### src/ppu_settings.svh
`ifndef PPU_SETTINGS_SVH
`define PPU_SETTINGS_SVH

// scanline and frame geometry
`define DOTS_PER_LINE   341
`define LINES_PER_FRAME 262
`define SCREEN_WIDTH    256
`define SCREEN_HEIGHT   240

// vertical blank window
`define VBLANK_LINE     241
`define PRERENDER_LINE  261

// sprite path sizing
`define SPRITE_SLOTS    8
`define LEFT_CLIP_DOTS  8

// attribute byte fields
`define ATTR_PRIO_BIT   5
`define ATTR_HFLIP_BIT  6
`define ATTR_PAL_MSB    1
`define ATTR_PAL_LSB    0

`endif

### src/sprite_pkg.sv
`default_nettype none

package sprite_pkg;

    // column or row counter, wide enough for 341 dots
    typedef logic [8:0] dot_t;

    // one row of a tile, one bit per dot
    typedef logic [7:0] pattern_t;

    // sprite attribute byte
    // bit 7 vflip, 6 hflip, 5 behind background, 1:0 palette
    typedef logic [7:0] attr_t;

    // palette number over the 2-bit pattern value
    typedef logic [3:0] color_index_t;

    // MSB selects the sprite half of the palette
    typedef logic [4:0] pal_addr_t;

    // number of entries held by the loader, 0 to 8
    typedef logic [3:0] slot_count_t;

endpackage

`default_nettype wire

### src/dot_timing.sv
`timescale 1ns/100ps
`default_nettype none
`include "ppu_settings.svh"

module dot_timing (
    input  wire logic        clk,
    input  wire logic        rst_n,
    input  wire logic        nmi_enable,
    output sprite_pkg::dot_t col,
    output sprite_pkg::dot_t row,
    output logic             visible,
    output logic             commit,
    output logic             frame_clear,
    output logic             vblank,
    output logic             nmi_n
);

    logic end_of_line;
    logic end_of_frame;

    assign end_of_line  = (col == sprite_pkg::dot_t'(`DOTS_PER_LINE - 1));
    assign end_of_frame = (row == sprite_pkg::dot_t'(`LINES_PER_FRAME - 1));

    // dot and scanline counters
    always_ff @(posedge clk or negedge rst_n) begin
        if (!rst_n) begin
            col <= '0;
            row <= '0;
        end else begin
            if (end_of_line) begin
                col <= '0;
                row <= end_of_frame ? '0 : row + 1'b1;
            end else begin
                col <= col + 1'b1;
            end
        end
    end

    assign visible = (row < sprite_pkg::dot_t'(`SCREEN_HEIGHT)) &&
                     (col < sprite_pkg::dot_t'(`SCREEN_WIDTH));

    // last dot of every line hands the loaded sprites to the slots
    assign commit = end_of_line;

    // dot 1 of the pre-render line
    assign frame_clear = (row == sprite_pkg::dot_t'(`PRERENDER_LINE)) && (col == 9'd1);

    always_ff @(posedge clk or negedge rst_n) begin
        if (!rst_n) begin
            vblank <= 1'b0;
        end else if (row == sprite_pkg::dot_t'(`VBLANK_LINE) && col == 9'd1) begin
            vblank <= 1'b1;
        end else if (frame_clear) begin
            vblank <= 1'b0;
        end
    end

    // active low, held for the whole blank while enabled
    assign nmi_n = !(vblank && nmi_enable);

    col_in_range: assert property (
        @(posedge clk) disable iff (!rst_n)
        col <= sprite_pkg::dot_t'(`DOTS_PER_LINE - 1)
    ) else $error("col ran past the last dot of the line");

endmodule

`default_nettype wire

### src/sprite_loader.sv
`timescale 1ns/100ps
`default_nettype none
`include "ppu_settings.svh"

module sprite_loader (
    input  wire logic                 clk,
    input  wire logic                 rst_n,
    input  wire logic                 load,
    input  wire sprite_pkg::pattern_t load_x,
    input  wire sprite_pkg::attr_t    load_attr,
    input  wire sprite_pkg::pattern_t load_pat_lo,
    input  wire sprite_pkg::pattern_t load_pat_hi,
    input  wire logic                 commit,
    input  wire logic                 frame_clear,
    output logic                      slot_wr,
    output sprite_pkg::pattern_t      slot_x      [`SPRITE_SLOTS],
    output sprite_pkg::attr_t         slot_attr   [`SPRITE_SLOTS],
    output sprite_pkg::pattern_t      slot_pat_lo [`SPRITE_SLOTS],
    output sprite_pkg::pattern_t      slot_pat_hi [`SPRITE_SLOTS],
    output logic                      sprite_overflow
);

    sprite_pkg::pattern_t    x_q      [`SPRITE_SLOTS];
    sprite_pkg::attr_t       attr_q   [`SPRITE_SLOTS];
    sprite_pkg::pattern_t    pat_lo_q [`SPRITE_SLOTS];
    sprite_pkg::pattern_t    pat_hi_q [`SPRITE_SLOTS];
    sprite_pkg::slot_count_t count;
    logic                    full;

    assign full = (count == sprite_pkg::slot_count_t'(`SPRITE_SLOTS));

    // pending entries, written in arrival order
    always_ff @(posedge clk) begin
        if (load && !full) begin
            x_q[count[2:0]]      <= load_x;
            attr_q[count[2:0]]   <= load_attr;
            pat_lo_q[count[2:0]] <= load_pat_lo;
            pat_hi_q[count[2:0]] <= load_pat_hi;
        end
    end

    always_ff @(posedge clk or negedge rst_n) begin
        if (!rst_n) begin
            count           <= '0;
            sprite_overflow <= 1'b0;
        end else begin
            if (commit) begin
                count <= '0;
            end else if (load && !full) begin
                count <= count + 1'b1;
            end
            if (frame_clear) begin
                sprite_overflow <= 1'b0;
            end
            // a ninth sprite on the same line
            if (load && full) begin
                sprite_overflow <= 1'b1;
            end
        end
    end

    assign slot_wr = commit;

    // entries beyond count go out with blank patterns
    always_comb begin
        for (int i = 0; i < `SPRITE_SLOTS; i++) begin
            slot_x[i]      = x_q[i];
            slot_attr[i]   = attr_q[i];
            slot_pat_lo[i] = (sprite_pkg::slot_count_t'(i) < count) ? pat_lo_q[i] : '0;
            slot_pat_hi[i] = (sprite_pkg::slot_count_t'(i) < count) ? pat_hi_q[i] : '0;
        end
    end

    no_load_on_commit: assert property (
        @(posedge clk) disable iff (!rst_n)
        !(load && commit)
    ) else $error("sprite load collided with end-of-line commit");

endmodule

`default_nettype wire

### src/sprite_slot.sv
`timescale 1ns/100ps
`default_nettype none
`include "ppu_settings.svh"

module sprite_slot (
    input  wire logic                 clk,
    input  wire logic                 rst_n,
    input  wire logic                 wr,
    input  wire sprite_pkg::pattern_t wr_x,
    input  wire sprite_pkg::attr_t    wr_attr,
    input  wire sprite_pkg::pattern_t wr_pat_lo,
    input  wire sprite_pkg::pattern_t wr_pat_hi,
    input  wire sprite_pkg::dot_t     col,
    output sprite_pkg::color_index_t  color_index,
    output logic                      behind_bg
);

    sprite_pkg::pattern_t x_q;
    sprite_pkg::attr_t    attr_q;
    sprite_pkg::pattern_t pat_lo_q;
    sprite_pkg::pattern_t pat_hi_q;
    sprite_pkg::dot_t     offset;
    logic                 in_range;
    logic [2:0]           bit_sel;
    logic [1:0]           pixel;

    always_ff @(posedge clk) begin
        if (wr) begin
            x_q    <= wr_x;
            attr_q <= wr_attr;
        end
    end

    // blank patterns keep the slot transparent out of reset
    always_ff @(posedge clk or negedge rst_n) begin
        if (!rst_n) begin
            pat_lo_q <= '0;
            pat_hi_q <= '0;
        end else if (wr) begin
            pat_lo_q <= wr_pat_lo;
            pat_hi_q <= wr_pat_hi;
        end
    end

    assign offset   = col - {1'b0, x_q};
    assign in_range = (col >= {1'b0, x_q}) && (offset < 9'd8);

    // msb is the leftmost dot unless flipped
    assign bit_sel = attr_q[`ATTR_HFLIP_BIT] ? offset[2:0] : 3'd7 - offset[2:0];
    assign pixel   = in_range ? {pat_hi_q[bit_sel], pat_lo_q[bit_sel]} : 2'b00;

    assign color_index = {attr_q[`ATTR_PAL_MSB:`ATTR_PAL_LSB], pixel};
    assign behind_bg   = attr_q[`ATTR_PRIO_BIT];

endmodule

`default_nettype wire

### src/pixel_merge.sv
`timescale 1ns/100ps
`default_nettype none
`include "ppu_settings.svh"

module pixel_merge (
    input  wire logic                     clk,
    input  wire logic                     rst_n,
    input  wire sprite_pkg::dot_t         col,
    input  wire logic                     visible,
    input  wire logic                     frame_clear,
    input  wire sprite_pkg::color_index_t slot_index  [`SPRITE_SLOTS],
    input  wire logic                     slot_behind [`SPRITE_SLOTS],
    input  wire sprite_pkg::color_index_t bg_index,
    input  wire logic                     show_bg,
    input  wire logic                     show_sp,
    input  wire logic                     show_bg_left,
    input  wire logic                     show_sp_left,
    output logic                          pixel_valid,
    output sprite_pkg::pal_addr_t         pixel_addr,
    output logic                          sprite_zero_hit
);

    logic                     left_edge;
    logic                     sp_on;
    sprite_pkg::color_index_t bg_masked;
    sprite_pkg::color_index_t sp_index;
    logic                     sp_behind;
    logic                     bg_opaque;
    logic                     sp_opaque;
    logic                     zero_hit;
    sprite_pkg::pal_addr_t    merged;

    assign left_edge = (col < sprite_pkg::dot_t'(`LEFT_CLIP_DOTS));
    assign bg_masked = (!show_bg || (left_edge && !show_bg_left)) ? '0 : bg_index;
    assign sp_on     = show_sp && !(left_edge && !show_sp_left);

    // walk down so the lowest opaque slot is the one left standing
    always_comb begin
        sp_index  = '0;
        sp_behind = 1'b0;
        for (int i = `SPRITE_SLOTS - 1; i >= 0; i--) begin
            if (slot_index[i][1:0] != 2'b00) begin
                sp_index  = slot_index[i];
                sp_behind = slot_behind[i];
            end
        end
        if (!sp_on) begin
            sp_index = '0;
        end
    end

    assign bg_opaque = (bg_masked[1:0] != 2'b00);
    assign sp_opaque = (sp_index[1:0] != 2'b00);

    // sprite wins unless transparent or behind opaque background
    assign merged = (sp_opaque && !(bg_opaque && sp_behind)) ? {1'b1, sp_index}
                                                             : {1'b0, bg_masked};

    // slot 0 against background, right-most dot excluded
    assign zero_hit = visible && (col < sprite_pkg::dot_t'(`SCREEN_WIDTH - 1)) &&
                      sp_on && (slot_index[0][1:0] != 2'b00) && bg_opaque;

    always_ff @(posedge clk) begin
        pixel_addr <= merged;
    end

    always_ff @(posedge clk or negedge rst_n) begin
        if (!rst_n) begin
            pixel_valid     <= 1'b0;
            sprite_zero_hit <= 1'b0;
        end else begin
            pixel_valid <= visible;
            if (frame_clear) begin
                sprite_zero_hit <= 1'b0;
            end else if (zero_hit) begin
                sprite_zero_hit <= 1'b1;
            end
        end
    end

    valid_follows_visible: assert property (
        @(posedge clk) disable iff (!rst_n)
        pixel_valid |-> $past(visible)
    ) else $error("pixel_valid without a visible dot one clock earlier");

endmodule

`default_nettype wire

### src/sprite_render.sv
`timescale 1ns/100ps
`default_nettype none
`include "ppu_settings.svh"

module sprite_render (
    input  wire logic                     clk,
    input  wire logic                     rst_n,
    input  wire logic                     load,
    input  wire sprite_pkg::pattern_t     load_x,
    input  wire sprite_pkg::attr_t        load_attr,
    input  wire sprite_pkg::pattern_t     load_pat_lo,
    input  wire sprite_pkg::pattern_t     load_pat_hi,
    input  wire sprite_pkg::color_index_t bg_index,
    input  wire logic                     show_bg,
    input  wire logic                     show_sp,
    input  wire logic                     show_bg_left,
    input  wire logic                     show_sp_left,
    input  wire logic                     nmi_enable,
    output sprite_pkg::dot_t              col,
    output sprite_pkg::dot_t              row,
    output logic                          pixel_valid,
    output sprite_pkg::pal_addr_t         pixel_addr,
    output logic                          vblank,
    output logic                          nmi_n,
    output logic                          sprite_overflow,
    output logic                          sprite_zero_hit
);

    logic                     visible;
    logic                     commit;
    logic                     frame_clear;
    logic                     slot_wr;
    sprite_pkg::pattern_t     slot_x      [`SPRITE_SLOTS];
    sprite_pkg::attr_t        slot_attr   [`SPRITE_SLOTS];
    sprite_pkg::pattern_t     slot_pat_lo [`SPRITE_SLOTS];
    sprite_pkg::pattern_t     slot_pat_hi [`SPRITE_SLOTS];
    sprite_pkg::color_index_t slot_index  [`SPRITE_SLOTS];
    logic                     slot_behind [`SPRITE_SLOTS];

    dot_timing i_dot_timing (
        .clk, .rst_n, .nmi_enable,
        .col, .row, .visible, .commit, .frame_clear, .vblank, .nmi_n
    );

    sprite_loader i_sprite_loader (
        .clk, .rst_n,
        .load, .load_x, .load_attr, .load_pat_lo, .load_pat_hi,
        .commit, .frame_clear,
        .slot_wr, .slot_x, .slot_attr, .slot_pat_lo, .slot_pat_hi,
        .sprite_overflow
    );

    // one slot per sprite on the line, slot 0 is sprite zero
    for (genvar i = 0; i < `SPRITE_SLOTS; i++) begin : g_slot
        sprite_slot i_sprite_slot (
            .clk, .rst_n,
            .wr          (slot_wr),
            .wr_x        (slot_x[i]),
            .wr_attr     (slot_attr[i]),
            .wr_pat_lo   (slot_pat_lo[i]),
            .wr_pat_hi   (slot_pat_hi[i]),
            .col,
            .color_index (slot_index[i]),
            .behind_bg   (slot_behind[i])
        );
    end

    pixel_merge i_pixel_merge (
        .clk, .rst_n, .col, .visible, .frame_clear,
        .slot_index, .slot_behind, .bg_index,
        .show_bg, .show_sp, .show_bg_left, .show_sp_left,
        .pixel_valid, .pixel_addr, .sprite_zero_hit
    );

endmodule

`default_nettype wire

### config.mk
export PLATFORM = sky130hd
export DESIGN_NAME = sprite_render
export DESIGN_NICKNAME = d
export VERILOG_FILES = /design/src/sprite_pkg.sv /design/src/dot_timing.sv /design/src/sprite_loader.sv /design/src/sprite_slot.sv /design/src/pixel_merge.sv /design/src/sprite_render.sv
export VERILOG_INCLUDE_DIRS = /design/src
export SDC_FILE = /design/constraint.sdc
export NUM_CORES = 1
export LEC_CHECK = 0
export ABC_AREA = 1
export ABC_CLOCK_PERIOD_IN_PS = 7350
export CORE_MARGIN = 3
export CORE_UTILIZATION = 35
export CTS_BUF_LIST = sky130_fd_sc_hd__clkbuf_16
export DETAILED_ROUTE_END_ITERATION = 8
export DONT_BUFFER_PORTS = 1
export HOLD_SLACK_MARGIN = 0.08
export PLACE_DENSITY_LB_ADDON = 0.08
export RECOVER_POWER = 100
export SLEW_MARGIN = 0
export SYNTH_ARGS = -nofsm -noshare
export SYNTH_HDL_FRONTEND = slang
export SYNTH_SLANG_ARGS = --single-unit
### constraint.sdc
create_clock -name clk -period 7.35 [get_ports clk]
set_clock_uncertainty 0.2 [all_clocks]
set_input_delay 0 -clock clk [delete_from_list [all_inputs] [get_ports clk]]
set_output_delay 0 -clock clk [all_outputs]
set_load 0.05 [all_outputs]
# Yosys cells after proc, flatten, opt, wreduce, memory -nomap -nowiden

Memories as Yosys holds them, arrays and structs flattened. A register that Yosys moved wholly into a read port is not among the register bits.
Index checks and enable logic that the tools add are counted.

Bits in writable memories: 256
Bits in registers: 159
Output and inout bits: 28
Memories: 4
Bits of input ports: 44
Logic and storage cells: 227

Equality and inequality tests: 5
Mux-type cells: 94
Reductions and logical operators: 45
Magnitude comparators: 36
Add/sub/neg operators: 19

Memories:

| name                     | depth | bits a word | read ports | clocked after Yosys merged registers in | write ports | line                | RTL |
|---|---|---|---|---|---|---|---|
| i_sprite_loader.attr_q   | 8     | 8           | 8          | 8                                       | 1           | sprite_loader.sv:24 | `` sprite_pkg::attr_t attr_q [`SPRITE_SLOTS]; `` |
| i_sprite_loader.pat_hi_q | 8     | 8           | 8          | 0                                       | 1           | sprite_loader.sv:26 | `` sprite_pkg::pattern_t pat_hi_q [`SPRITE_SLOTS]; `` |
| i_sprite_loader.pat_lo_q | 8     | 8           | 8          | 0                                       | 1           | sprite_loader.sv:25 | `` sprite_pkg::pattern_t pat_lo_q [`SPRITE_SLOTS]; `` |
| i_sprite_loader.x_q      | 8     | 8           | 8          | 8                                       | 1           | sprite_loader.sv:23 | `` sprite_pkg::pattern_t x_q [`SPRITE_SLOTS]; `` |

Operators by type and width:

| cell                                                       | number |
|---|---|
| two-way mux 8 bit                                          | 16 |
| less-than comparator 9 x 4 -> 1 bit, second input constant | 9 |
| greater-or-equal comparator 9 x 8 -> 1 bit                 | 8 |
| subtractor 9 x 8 -> 9 bit                                  | 8 |
| binary-select mux 1 bit (select 3 bit)                     | 16 |
| two-way mux 4 bit                                          | 12 |
| less-than comparator 3 x 4 -> 1 bit, second input constant | 8 |
| two-way mux 1 bit                                          | 31 |
| nonzero test 2 bit                                         | 14 |
| two-way mux 3 bit                                          | 8 |
| subtractor 3 bit, first input constant                     | 8 |
| logical AND 1 bit                                          | 23 |
| adder 9 x 1 -> 9 bit, second input constant                | 2 |
| equality test 9 bit, second input constant                 | 2 |
| less-than comparator 9 x 8 -> 1 bit, second input constant | 2 |
| two-way mux 9 bit                                          | 2 |
| less-than comparator 3 x 4 -> 1 bit, first input constant  | 4 |
| two-way mux 2 bit                                          | 8 |
| equality test 9 x 1 -> 1 bit, second input constant        | 1 |
| equality test 9 x 8 -> 1 bit, second input constant        | 1 |
| less-than comparator 9 bit, second input constant          | 1 |
| less-than comparator 1 x 4 -> 1 bit, first input constant  | 2 |
| less-than comparator 2 x 4 -> 1 bit, first input constant  | 2 |
| logical NOT 1 bit                                          | 7 |
| 4 further kinds                                            | 4 |

# Logic depth before layout (Yosys ltp)

Gate-level depths: netlist (run 1).

Depth in word-level cells: 19
Depth in mapped cells: 30

# By module

A second synthesis (run 1) with hierarchy kept.

Cells, all modules: 2427
Area, all modules: 24198.2 µm²

By module, submodules not included:

| module                                    | seq. area each (µm²) | times used | area an instance (µm²) | cells an instance |
|---|---|---|---|---|
| sprite_loader                             | 7812.5               | 1          | 9162.5                 | 583 |
| sprite_slot (g_slot[3].i_sprite_slot ...) | 760.7                | 4          | 1660.3                 | 199 |
| sprite_slot (g_slot[0].i_sprite_slot ...) | 760.7                | 3          | 1626.6                 | 188 |
| sprite_slot (g_slot[7].i_sprite_slot)     | 760.7                | 1          | 1639.1                 | 194 |
| dot_timing                                | 475.5                | 1          | 1119.8                 | 156 |
| pixel_merge                               | 150.1                | 1          | 755.7                  | 134 |

# Least setup slack after synthesis (run 1)

OpenSTA, ideal clock, no wires.

Path kind: reg2reg
Start point: reg i_dot_timing.col[1]
End point: reg g_slot[0].i_sprite_slot.attr_q[0] (read register of i_sprite_loader.attr_q) (enable)
Library setup time: 0.497 ns
Arrival time: 4.982 ns
Period minus slack after synthesis: 5.678 ns
Required time: 6.653 ns
Path buffers: 2
Stages on the path, launching flop included: 9
Setup slack: 1.672 ns
Cell sequence: dfrtp_1 -> inv_1 -> ha_1 -> inv_1 -> nor4_1 -> nand2_1 -> inv_1 -> clkbuf_1 -> buf_1

Word-level cells in the longest chain between the ends: 1

RTL lines:

| what                     | line              | RTL |
|---|---|---|
| start: declaration       | dot_timing.sv:9   | `output sprite_pkg::dot_t col,` |
| start signal: assignment | dot_timing.sv:34  | `col <= col + 1'b1;` |
| equality test 9 bit      | dot_timing.sv:21  | `` assign end_of_line = (col == sprite_pkg::dot_t'(`DOTS_PER_LINE - 1)); `` |
| end: declaration         | sprite_slot.sv:19 | `sprite_pkg::attr_t attr_q;` |

No other way between the ends.
A chain may end at the register's enable or synchronous reset.

# Worst setup path after layout (run 1)

Start point: reg i_dot_timing.col[1]
End point: reg i_pixel_merge.pixel_addr[1]

Word-level cells in the longest chain between the ends: 19

RTL lines:

| what                                                                       | line                                 | RTL |
|---|---|---|
| subtractor 9 x 8 -> 9 bit                                                  | sprite_slot.sv:45                    | `assign offset = col - {1'b0, x_q};` |
| subtractor 3 bit                                                           | sprite_slot.sv:49                    | `` assign bit_sel = attr_q[`ATTR_HFLIP_BIT] ? offset[2:0] : 3'd7 - offset[2:0]; `` |
| two-way mux 3 bit                                                          | sprite_slot.sv:49                    |  |
| binary-select mux 1 bit (select 3 bit)                                     | sprite_slot.sv:50                    | `assign pixel = in_range ? {pat_hi_q[bit_sel], pat_lo_q[bit_sel]} : 2'b00;` |
| two-way mux 1 bit (implied by the code)                                    | sprite_slot.sv:50                    |  |
| two-way mux 2 bit                                                          | sprite_slot.sv:50                    |  |
| nonzero test 2 bit                                                         | pixel_merge.sv:42                    | `if (slot_index[i][1:0] != 2'b00) begin` |
| two-way mux 4 bit / two-way mux 1 bit (equally long branches) (8 in a row) | pixel_merge.sv:42                    |  |
| two-way mux 4 bit / logical AND 1 bit (equally long branches)              | pixel_merge.sv:47, pixel_merge.sv:56 |  |
| nonzero test 2 bit / logical NOT 1 bit (equally long branches)             | pixel_merge.sv:53, pixel_merge.sv:56 |  |
| logical AND 1 bit                                                          | pixel_merge.sv:56                    | `assign merged = (sp_opaque && !(bg_opaque && sp_behind)) ? {1'b1, sp_index}` |
| two-way mux 5 bit *                                                        | pixel_merge.sv:56                    |  |
| via i_pixel_merge.merged[1]                                                | pixel_merge.sv:31                    | `sprite_pkg::pal_addr_t merged;` |
| end signal: assignment                                                     | pixel_merge.sv:64                    | `pixel_addr <= merged;` |
| end: declaration                                                           | pixel_merge.sv:19                    | `output sprite_pkg::pal_addr_t pixel_addr,` |

Mark *: on every way through the listed nets, which the timed path passes. The rest lies on a longest branch. The select of a mux whose other input is x is not followed.

==> results of run 1 <==
-- per-layer routing --
layer	part of all wire, %	up-vias
met3	4.4	102
met5	0.023	-
li1	-	7207
met2	47	273
met4	3.0	2
met1	46	6949
-- path summary, 6_finish.rpt --
| kind | to | slack [ns] |
|---|---|---|
| setup / recovery | i_pixel_merge.pixel_addr[1] | 1.06 |
| hold / removal | i_sprite_loader.attr_q[5][5] | 0.15 |
| setup reg to reg | i_pixel_merge.pixel_addr[1] | 1.06 |
| hold reg to reg | g_slot[5].i_sprite_slot.attr_q[0] | 0.21 |
| max in group asynchronous | g_slot[1].i_sprite_slot.pat_lo_q[3] | 2.48 |
| min in group asynchronous | i_dot_timing.col[0] | 1.88 |
-- metrics by stage --
step	power [mW]	util [%]	setup WS, ns	instance area, µm²
2_1_floorplan	3.40	-	1.67	21600
3_3_place_gp	3.53	37.2	2.41	22500
3_5_place_dp	3.53	37.2	2.36	22500
4_1_cts	6.32	41.1	1.29	24900
5_1_grt	6.48	40.9	0.528	24800
6_report	6.20	40.9	1.06	24800
-- logic make-up after synthesis --
family / after synthesis / share of synthesized area, %
compound gates: 281 / 7.09
fa+ha+maj: 80 / 4.92
xor+xnor: 52 / 2.15
flops: 479 / 62.9
buf+inv: 301 / 5.26
mux: 1 / 0.0464
simple gates: 905 / 17.7
-- sequential cells by signal, summed over array words and instances (netlist names) --
| register | flops |
|---|---|
| i_sprite_loader.count | 4 |
| i_pixel_merge.pixel_addr | 5 |
| i_dot_timing.row | 9 |
| i_sprite_loader.x_q | 64 |
| i_dot_timing.vblank | 1 |
| i_sprite_loader.attr_q | 32 |
| g_slot.i_sprite_slot.x_q | 64 |
| g_slot.i_sprite_slot.pat_hi_q | 64 |
| g_slot.i_sprite_slot.attr_q | 29 |
| g_slot.i_sprite_slot.pat_lo_q | 64 |
| i_sprite_loader.pat_lo_q | 64 |
| i_pixel_merge.pixel_valid | 1 |
| g_slot.i_sprite_slot.behind_bg | 3 |
| i_sprite_loader.pat_hi_q | 64 |
| i_pixel_merge.sprite_zero_hit | 1 |
| i_sprite_loader.sprite_overflow | 1 |
| i_dot_timing.col | 9 |
-- power by group through the flow --
stage	Combinational [mW]	Clock [mW]	Sequential [mW]
after floorplan	0.234	0	3.16
after global placement	0.339	0	3.19
after detailed placement	0.341	0	3.19
after CTS	0.431	2.75	3.14
after global routing	0.462	2.85	3.16
final	0.399	2.65	3.15
-- worst register-to-register path: cells and delay by family, from the launching register on --
kind                       cells  cell delay, ns
xor gates and xnor gates       1            0.58
and+or+nand+nor                7            0.69
buffers and inverters          4            2.56
adders and majority gates      1            0.73
AOI/OAI and AO/OA              3            1.08
DFF                            1            0.33
-- cells in the final DEF, fill, tap and decap left out, drive strengths merged, types with 2 or more instances in the layout --
cell         synthesis  routed
a21o                 2       2
a21boi               2       2
o21a                 4       4
o22ai                5       5
or2                 19      19
nand4               19      19
inv                259     282
nor4                 5       5
dfrtp              154     154
o21bai               3       3
a21oi               65      65
o221ai               2       2
clkinvlp             0       2
dlygate4sd3          0      57
fa                   8       8
clkbuf              36      71
nand2              607     607
xor2                33      33
xnor2               19      19
clkinv               0      16
o21ai              187     187
nor2                88      88
edfxtp             320     320
dfxtp                5       5
nand3b               6       6
bufinv               0       6
nand3              148     148
o211ai               5       5
a31oi                3       3
ha                  72      72
diode                0       9
nor3                12      12
-- synthesized netlist by cell type, types with 2 or more instances --
| library cell | count |
|---|---|
| nand2_1 | 595 |
| edfxtp_1 | 320 |
| inv_1 | 252 |
| o21ai_0 | 172 |
| dfrtp_1 | 154 |
| nand3_1 | 146 |
| nor2_1 | 84 |
| ha_1 | 72 |
| a21oi_1 | 58 |
| clkbuf_1 | 36 |
| xor2_1 | 33 |
| nand4_1 | 18 |
| xnor2_1 | 18 |
| nand2_2 | 11 |
| o21ai_1 | 11 |
| nor3_1 | 10 |
| or2_1 | 10 |
| fa_1 | 8 |
| a21oi_2 | 7 |
| inv_2 | 7 |
| nand3b_1 | 6 |
| or2_2 | 6 |
| dfxtp_1 | 5 |
| nor4_1 | 5 |
| o22ai_1 | 5 |
| nor2_2 | 4 |
| o211ai_1 | 4 |
| o21a_1 | 4 |
| a31oi_1 | 3 |
| buf_1 | 3 |
| o21ai_2 | 3 |
| o21bai_1 | 3 |
| or2_0 | 3 |
| a21o_1 | 2 |
| buf_2 | 2 |
| o221ai_1 | 2 |
-- repair_timing --
item | in CTS | in global routing
buffers inserted | 0 | 0
hold buffers | 59 | 0
hold endpoints to repair | 614 | 0
-- area by class of cell --
class                   instances  area [µm²]  area share, %
flip-flops and latches        479       13600           54.7
multi-input cells            1319        6880           27.7
clock buffers                  55        1380           5.55
well taps                     782         978           3.94
inverters                     259         976           3.93
repair buffers                 74         646           2.60
clock inverters                47         370           1.49
diodes                          9        22.5         0.0908
==> summary.md, run 1 <==
| Metric | Value |
|---|---|
| Worst r2r src | i_dot_timing.col[1] |
| Pwr Density | roughly 250 nW/µm² |
| CTS tree | yes |
| YS warnings | 0 |
| Num CTS Buffers | 54 |
| CTS H-tree lvls | 2 |
| Internal | 4.73 mW |
| Final setup vio count | 0 |
| Fmax | ~160 MHz |
| Most used DFF post-synth | edfxtp_1 |
| Critical setup path kind | reg -> reg |
| Comb power frac | between 6 and 7% |
| GRT met1 Usage | between 20% and 30% |
| Vias | about 15k |
| Setup_tns | 0 ns |
| CTS sink cnt | between 400 and 500 |
| Post-Syn Area per Cell | 10.3 µm² |
| Nets@finish | between 2k and 2.5k |
| Synth top area cells | edfxtp_1 (45%), dfrtp_1 (18%), nand2_1 (10%) |
| Sw Ratio | approximately a quarter |
| Cell count after synthesis | 2099 |
| Max-cap viol count | 19 |
| Cell Chain, Critical Path | clkbuf_1, fa_1, xor2_1, inv_1, nand3_1, nand2_1, o21ai_0, o21ai_0, nor2_1, nor2_1, a21oi_2, nand2_2, nand2_1, dlygate4sd3_1, nand2_1, dlygate4sd3_1 |
| Violated checks | capacitance limit, slew limit |
| Data arrival, critical path | 6.58 ns |
| Max rail drop VDD | 0.163 mV |
| Clock Path Buffers | 3 |
| GRT Max-Usage Layer | met2 |
| Site Rows | 90 |
| Largest net degree at the start of global routing | 155 |
| Status | finished with violations |
| Unique masters post-synth | between 50 and 60 |
| DP HPWL | 35600 µm |
| Final hold vios | 0 |
| Slew @ Worst Pin | 4.15 ns |
| Slew margin rel. | -177% |
| Root Buffer | clkbuf_16 |
| GRT overflow | 0 |
| DR vias/cell | between 4 and 5 |
| Mapped cell area | 21600 µm² |
| Post-synth top area share | around 45% |
| Leak | 10.8 nW |
| Final slew viol count | approximately 670 |
| Vias in the first global route | roughly 14k |
| Port Buffers | 0 |
| Worst setup path start | i_dot_timing.col[1] |
| EDFF count, synth | between 300 and 400 |
| Share of cells above drive strength 1 | under 10% |
| Net switching power | approximately 1.5 mW |
| Final wirelength | approximately 57000 µm |
| Routability congestion estimate | about 0.83 |
| FFs w/ async S/R, synth | between 30% and 40% |
| Critical Path Sink Type | flip-flop |
| Unrepaired setup endpoints after global routing | false |
| Final hold slack | between 0.15 and 0.2 ns |
| Seq/Total Area, Yosys | between 60% and 70% |
| M3 GR Usage | 3.40% |
| Peak fanout along the critical path | 13 |
| Clock latency on the worst-skew pair | 0.60 ns |
| Cts repair resizes | 0 |
| Wire length per cell | approximately 19 µm |
| CP Launch Type | flip-flop |
| Fillers | between 5k and 6k |
| Placed cells | around 2.9k |
| WP buf/inv | 4 |
| IO Count | 72 |
| Synth Register Bits | 479 |
| CP max stage cell | clkbuf_1 |
| Initial antenna violation count | 13 |
| Clock power frac | a little over two fifths |
| Worst hold path depth | 1 |
| Worst min-delay path category | in -> reg |
| Die Wd | 254 µm |
| Post-synthesis net count | between 2k and 2.5k |
| Clock slew at reported path FFs | approximately 0.06 ns |
| Critical path depth | 16 |
| Number of iterations in the first detailed-routing pass | 5 |
| 1st-iter DRT viols | 953 |
| Area grow syn2layout | 15.0% |
| Hold path startpoint | load_attr[5] |
| Most used cell, CP | nand2_1 |
| Chip height | between 200 and 300 µm |
| DRC Markers | 0 |
| Synth area leader | edfxtp_1 |
| GRT Total Usage | roughly 18% |
| First-pass GRT wire length | between 80000 and 90000 µm |
| Final cell count without fillers | 3024 |
| Share of the clock period used by the worst path | a little under nine tenths |
| GRT met2 Usage | between 20 and 30% |
| Reg power frac | about half |
| Max incr delay on CP | ~1.3 ns |
| Cells on worst reg2reg path | 16 |
| Top delay family on crit path | buffers and inverters |
| Die ar. | around 65000 µm² |
| Post-route ant nets | 0 |
| Fin crit period | 6.29 ns |
| Required time worst endpoint | approximately 7.6 ns |
| Initial core utilization | 35.6% |
| Core Area | a little over 60000 µm² |
No activity file was read; power rests on OpenSTA's default activity.
==> inputs of run 2 (changes only) <==
GPL_TIMING_DRIVEN = 0   (was not set)
==> run 2 against run 1 <==
Compared with the run above: the run still ends with capacitance limit, slew limit left; sequential power about the same; die area stayed put; power is 1.2% higher; cell count grew 1.3%; register-to-register slack lost 0.63 ns; sequential share of layout area fell by 0.49 points; non-clock buffer count increased by 36; via count grew 2.1%; routed wire length grew 5.4%.
==> summary.md, run 2 (synthesized netlist as in run 1, its figures left out) <==
| Metric | Value |
|---|---|
| Status | finished with violations |
| Violated checks | capacitance limit, slew limit |
| Clock Path Buffers | 3 (unchanged) |
| Cell Chain, Critical Path | inv_1, fa_1, xnor2_1, inv_1, nand3_1, nand2_1, o21ai_1, nand3_1, nand2_1, a21oi_1, nand2_1, nand2_1, nand2_1, nand2_1, nand2_1, nand2_1, nand3_4, nand3_1, dlygate4sd3_1, nand2_1, dlygate4sd3_1 |
| Postcts setup bufs | 0 (unchanged) |
| Placed cells | 2888 (+1.2%) |
| Largest net degree at the start of global routing | 155 (unchanged) |
| Final wirelength | 59700 µm (+5.4%) |
| Setup_tns | 0 ns (unchanged) |
| Share of the clock period used by the worst path | 94.2% (+8.6 points) |
| Routability congestion estimate | 0.827 (-0.53%) |
| Site Rows | 90 (unchanged) |
| Max incr delay on CP | 1.25 ns (-0.03 ns) |
| Slew @ Worst Pin | 4.06 ns (-0.0901 ns) |
| Max rail drop VDD | 0.190 mV (+16%) |
| Die Wd | 254 µm (unchanged) |
| Initial core utilization | 35.6% (unchanged) |
| FF/Latch Area | 13600 µm² (unchanged) |
| Placed cell areas | 22800 µm² (+0.90%) |
| Cts repair resizes | 0 (unchanged) |
| Finished Cell Area | 25000 µm² (+0.91%) |
| Nets@finish | 2348 (+1.6%) |
| DP HPWL | 39300 µm (+10%) |
| Post-route ant nets | 0 (unchanged) |
| CTS tree | yes |
| Final slew viol count | 213 (-68%) |
| Final hold vios | 0 (unchanged) |
| Final cell count without fillers | 3063 (+1.3%) |
| DR vias/cell | 4.85 (+0.83%) |
| Slew margin rel. | -171% (+6.0 points) |
| Fillers | 5839 (-0.49%) |
| Initial antenna violation count | 16 (+3) |
| Commonest non-fill, non-tap cell in the layout | nand2_1 |
| Clock latency on the worst-skew pair | 0.61 ns (about the same) |
| Root Buffer | clkbuf_16 |
| Critical setup path kind | reg -> reg |
| Leak | 10.8 nW (+0.50%) |
| CTS H-tree lvls | 2 (unchanged) |
| Peak fanout along the critical path | 14 (+1) |
| Number of hold buffers added after CTS | 59 (unchanged) |
| Fmax | 144 MHz (-9.1%) |
| Share of cells above drive strength 1 | 5.50% (-0.18 points) |
| Critical Path Sink Type | flip-flop |
| Required time worst endpoint | 7.69 ns (+0.05 ns) |
| Num CTS Buffers | 55 (+1.9%) |
| Total power | 6.27 mW (+1.2%) |
| Die ar. | 64700 µm² (unchanged) |
| Clock slew at reported path FFs | 0.06 ns (about the same) |
| CP Launch Type | flip-flop |
| Fin crit period | 6.92 ns (+0.630 ns) |
| Core Area | 60700 µm² (unchanged) |
| Chip height | 254 µm (unchanged) |
| 1st-iter DRT viols | 876 (-8.1%) |
| GRT overflow | 0 (unchanged) |
| CP max stage cell | dfrtp_1 |
| Data arrival, critical path | 7.26 ns (+0.68 ns) |
| Wire length per cell | 19.5 µm (+4.1%) |
| Max-cap viol count | 4 (-15) |
| DRC Markers | 0 (unchanged) |
| Most frequent cells in the layout | nand2_1 (596), edfxtp_1 (320), inv_1 (266) |
| Area of the multi-input gates | 6870 µm² (-0.20%) |
| Vias | 14.8k (+2.1%) |
| Final hold slack | 0.109 ns (-0.0413 ns) |
| IO Count | 72 (unchanged) |
| Port Buffers | 0 (unchanged) |
| Worst min-delay path category | in -> reg |
| Unrepaired setup endpoints after global routing | false |
| Area grow syn2layout | 16.0% |
| GRT Total Usage | 18.6% (+0.84 points) |
| First-pass GRT wire length | 89000 µm (+3.6%) |
| Final setup vio count | 0 (unchanged) |
| Vias in the first global route | 14.5k (+1.7%) |
| Most used cell, CP | nand2_1 |
| Pwr Density | 251 nW/µm² (+0.32%) |
| Number of iterations in the first detailed-routing pass | 5 (unchanged) |
| CTS sink cnt | 479 (unchanged) |
==> run 2: cell types whose count changed in the layout (fill, tap and decap cells not counted), sizes merged <==
cell and delta:
inv -8, bufinv +1, buf +5, diode +1, dlymetal6s2s +1, clkinvlp -1, clkbuf +31, clkinv +9
==> run 2: worst max-delay path, delay by kind of cell (launching register included) <==
family | cells | cell delay (ns)
buffers and inverters | 4 | 2.07
AOI/OAI and AO/OA | 2 | 0.41
DFF | 1 | 1.25
and+or+nand+nor | 13 | 1.53
adders and majority gates | 1 | 0.66
xor gates and xnor gates | 1 | 0.72
==> run 2: metal layers <==
layer  up-vias  track usage, %  part of all wire [%]
met5         -               0                 0.070
met3       108            3.14                   4.1
met1      7172            25.4                    46
met4         6            6.24                   3.3
li1       7283               -                     -
met2       273            30.2                    46
==> run 2: report_power, final <==
group	leakage [nW]	switching [mW]	internal, mW
Combinational	4.84	0.346	0.0858
Clock	0.937	1.10	1.62
Sequential	5.05	0.0450	3.08
Total	10.8	1.49	4.78
==> run 2: layout make-up <==
type                            count  share of cell area, %
Antenna cell                       10                 0.0999
Buffer                             42                  0.640
Clock buffer                       56                   5.60
Clock inverter                     48                   1.57
Inverter                          259                   3.88
Multi-Input combinational cell   1319                   27.4
Sequential cell                   479                   54.2
Tap cell                          782                   3.91
Timing Repair Buffer               68                   2.70
==> run 2: worst paths after layout <==
path / cells past startpoint / end / slack (ns) / start
max: 21 / i_pixel_merge.pixel_addr[3] / 0.43 / i_dot_timing.col[1]
max in group asynchronous: 4 / g_slot[5].i_sprite_slot.pat_lo_q[6] / 2.56 / rst_n
max reg2reg: 21 / i_pixel_merge.pixel_addr[3] / 0.43 / i_dot_timing.col[1]
min: 1 / i_sprite_loader.attr_q[0][1] / 0.11 / load_attr[1]
min in group asynchronous: 4 / i_dot_timing.col[7] / 2.03 / rst_n
min reg2reg: 0 / g_slot[4].i_sprite_slot.x_q[7] / 0.21 / i_sprite_loader.x_q[4][7]
==> run 2: stage by stage <==
step / utilization (%) / worst slack [ns]
3_5_place_dp: 37.5 / 1.57
6_report: 41.3 / 0.426
5_1_grt: 41.2 / 0.0539
2_1_floorplan: - / 1.67
4_1_cts: 41.5 / 0.530
3_3_place_gp: 37.2 / -2.12
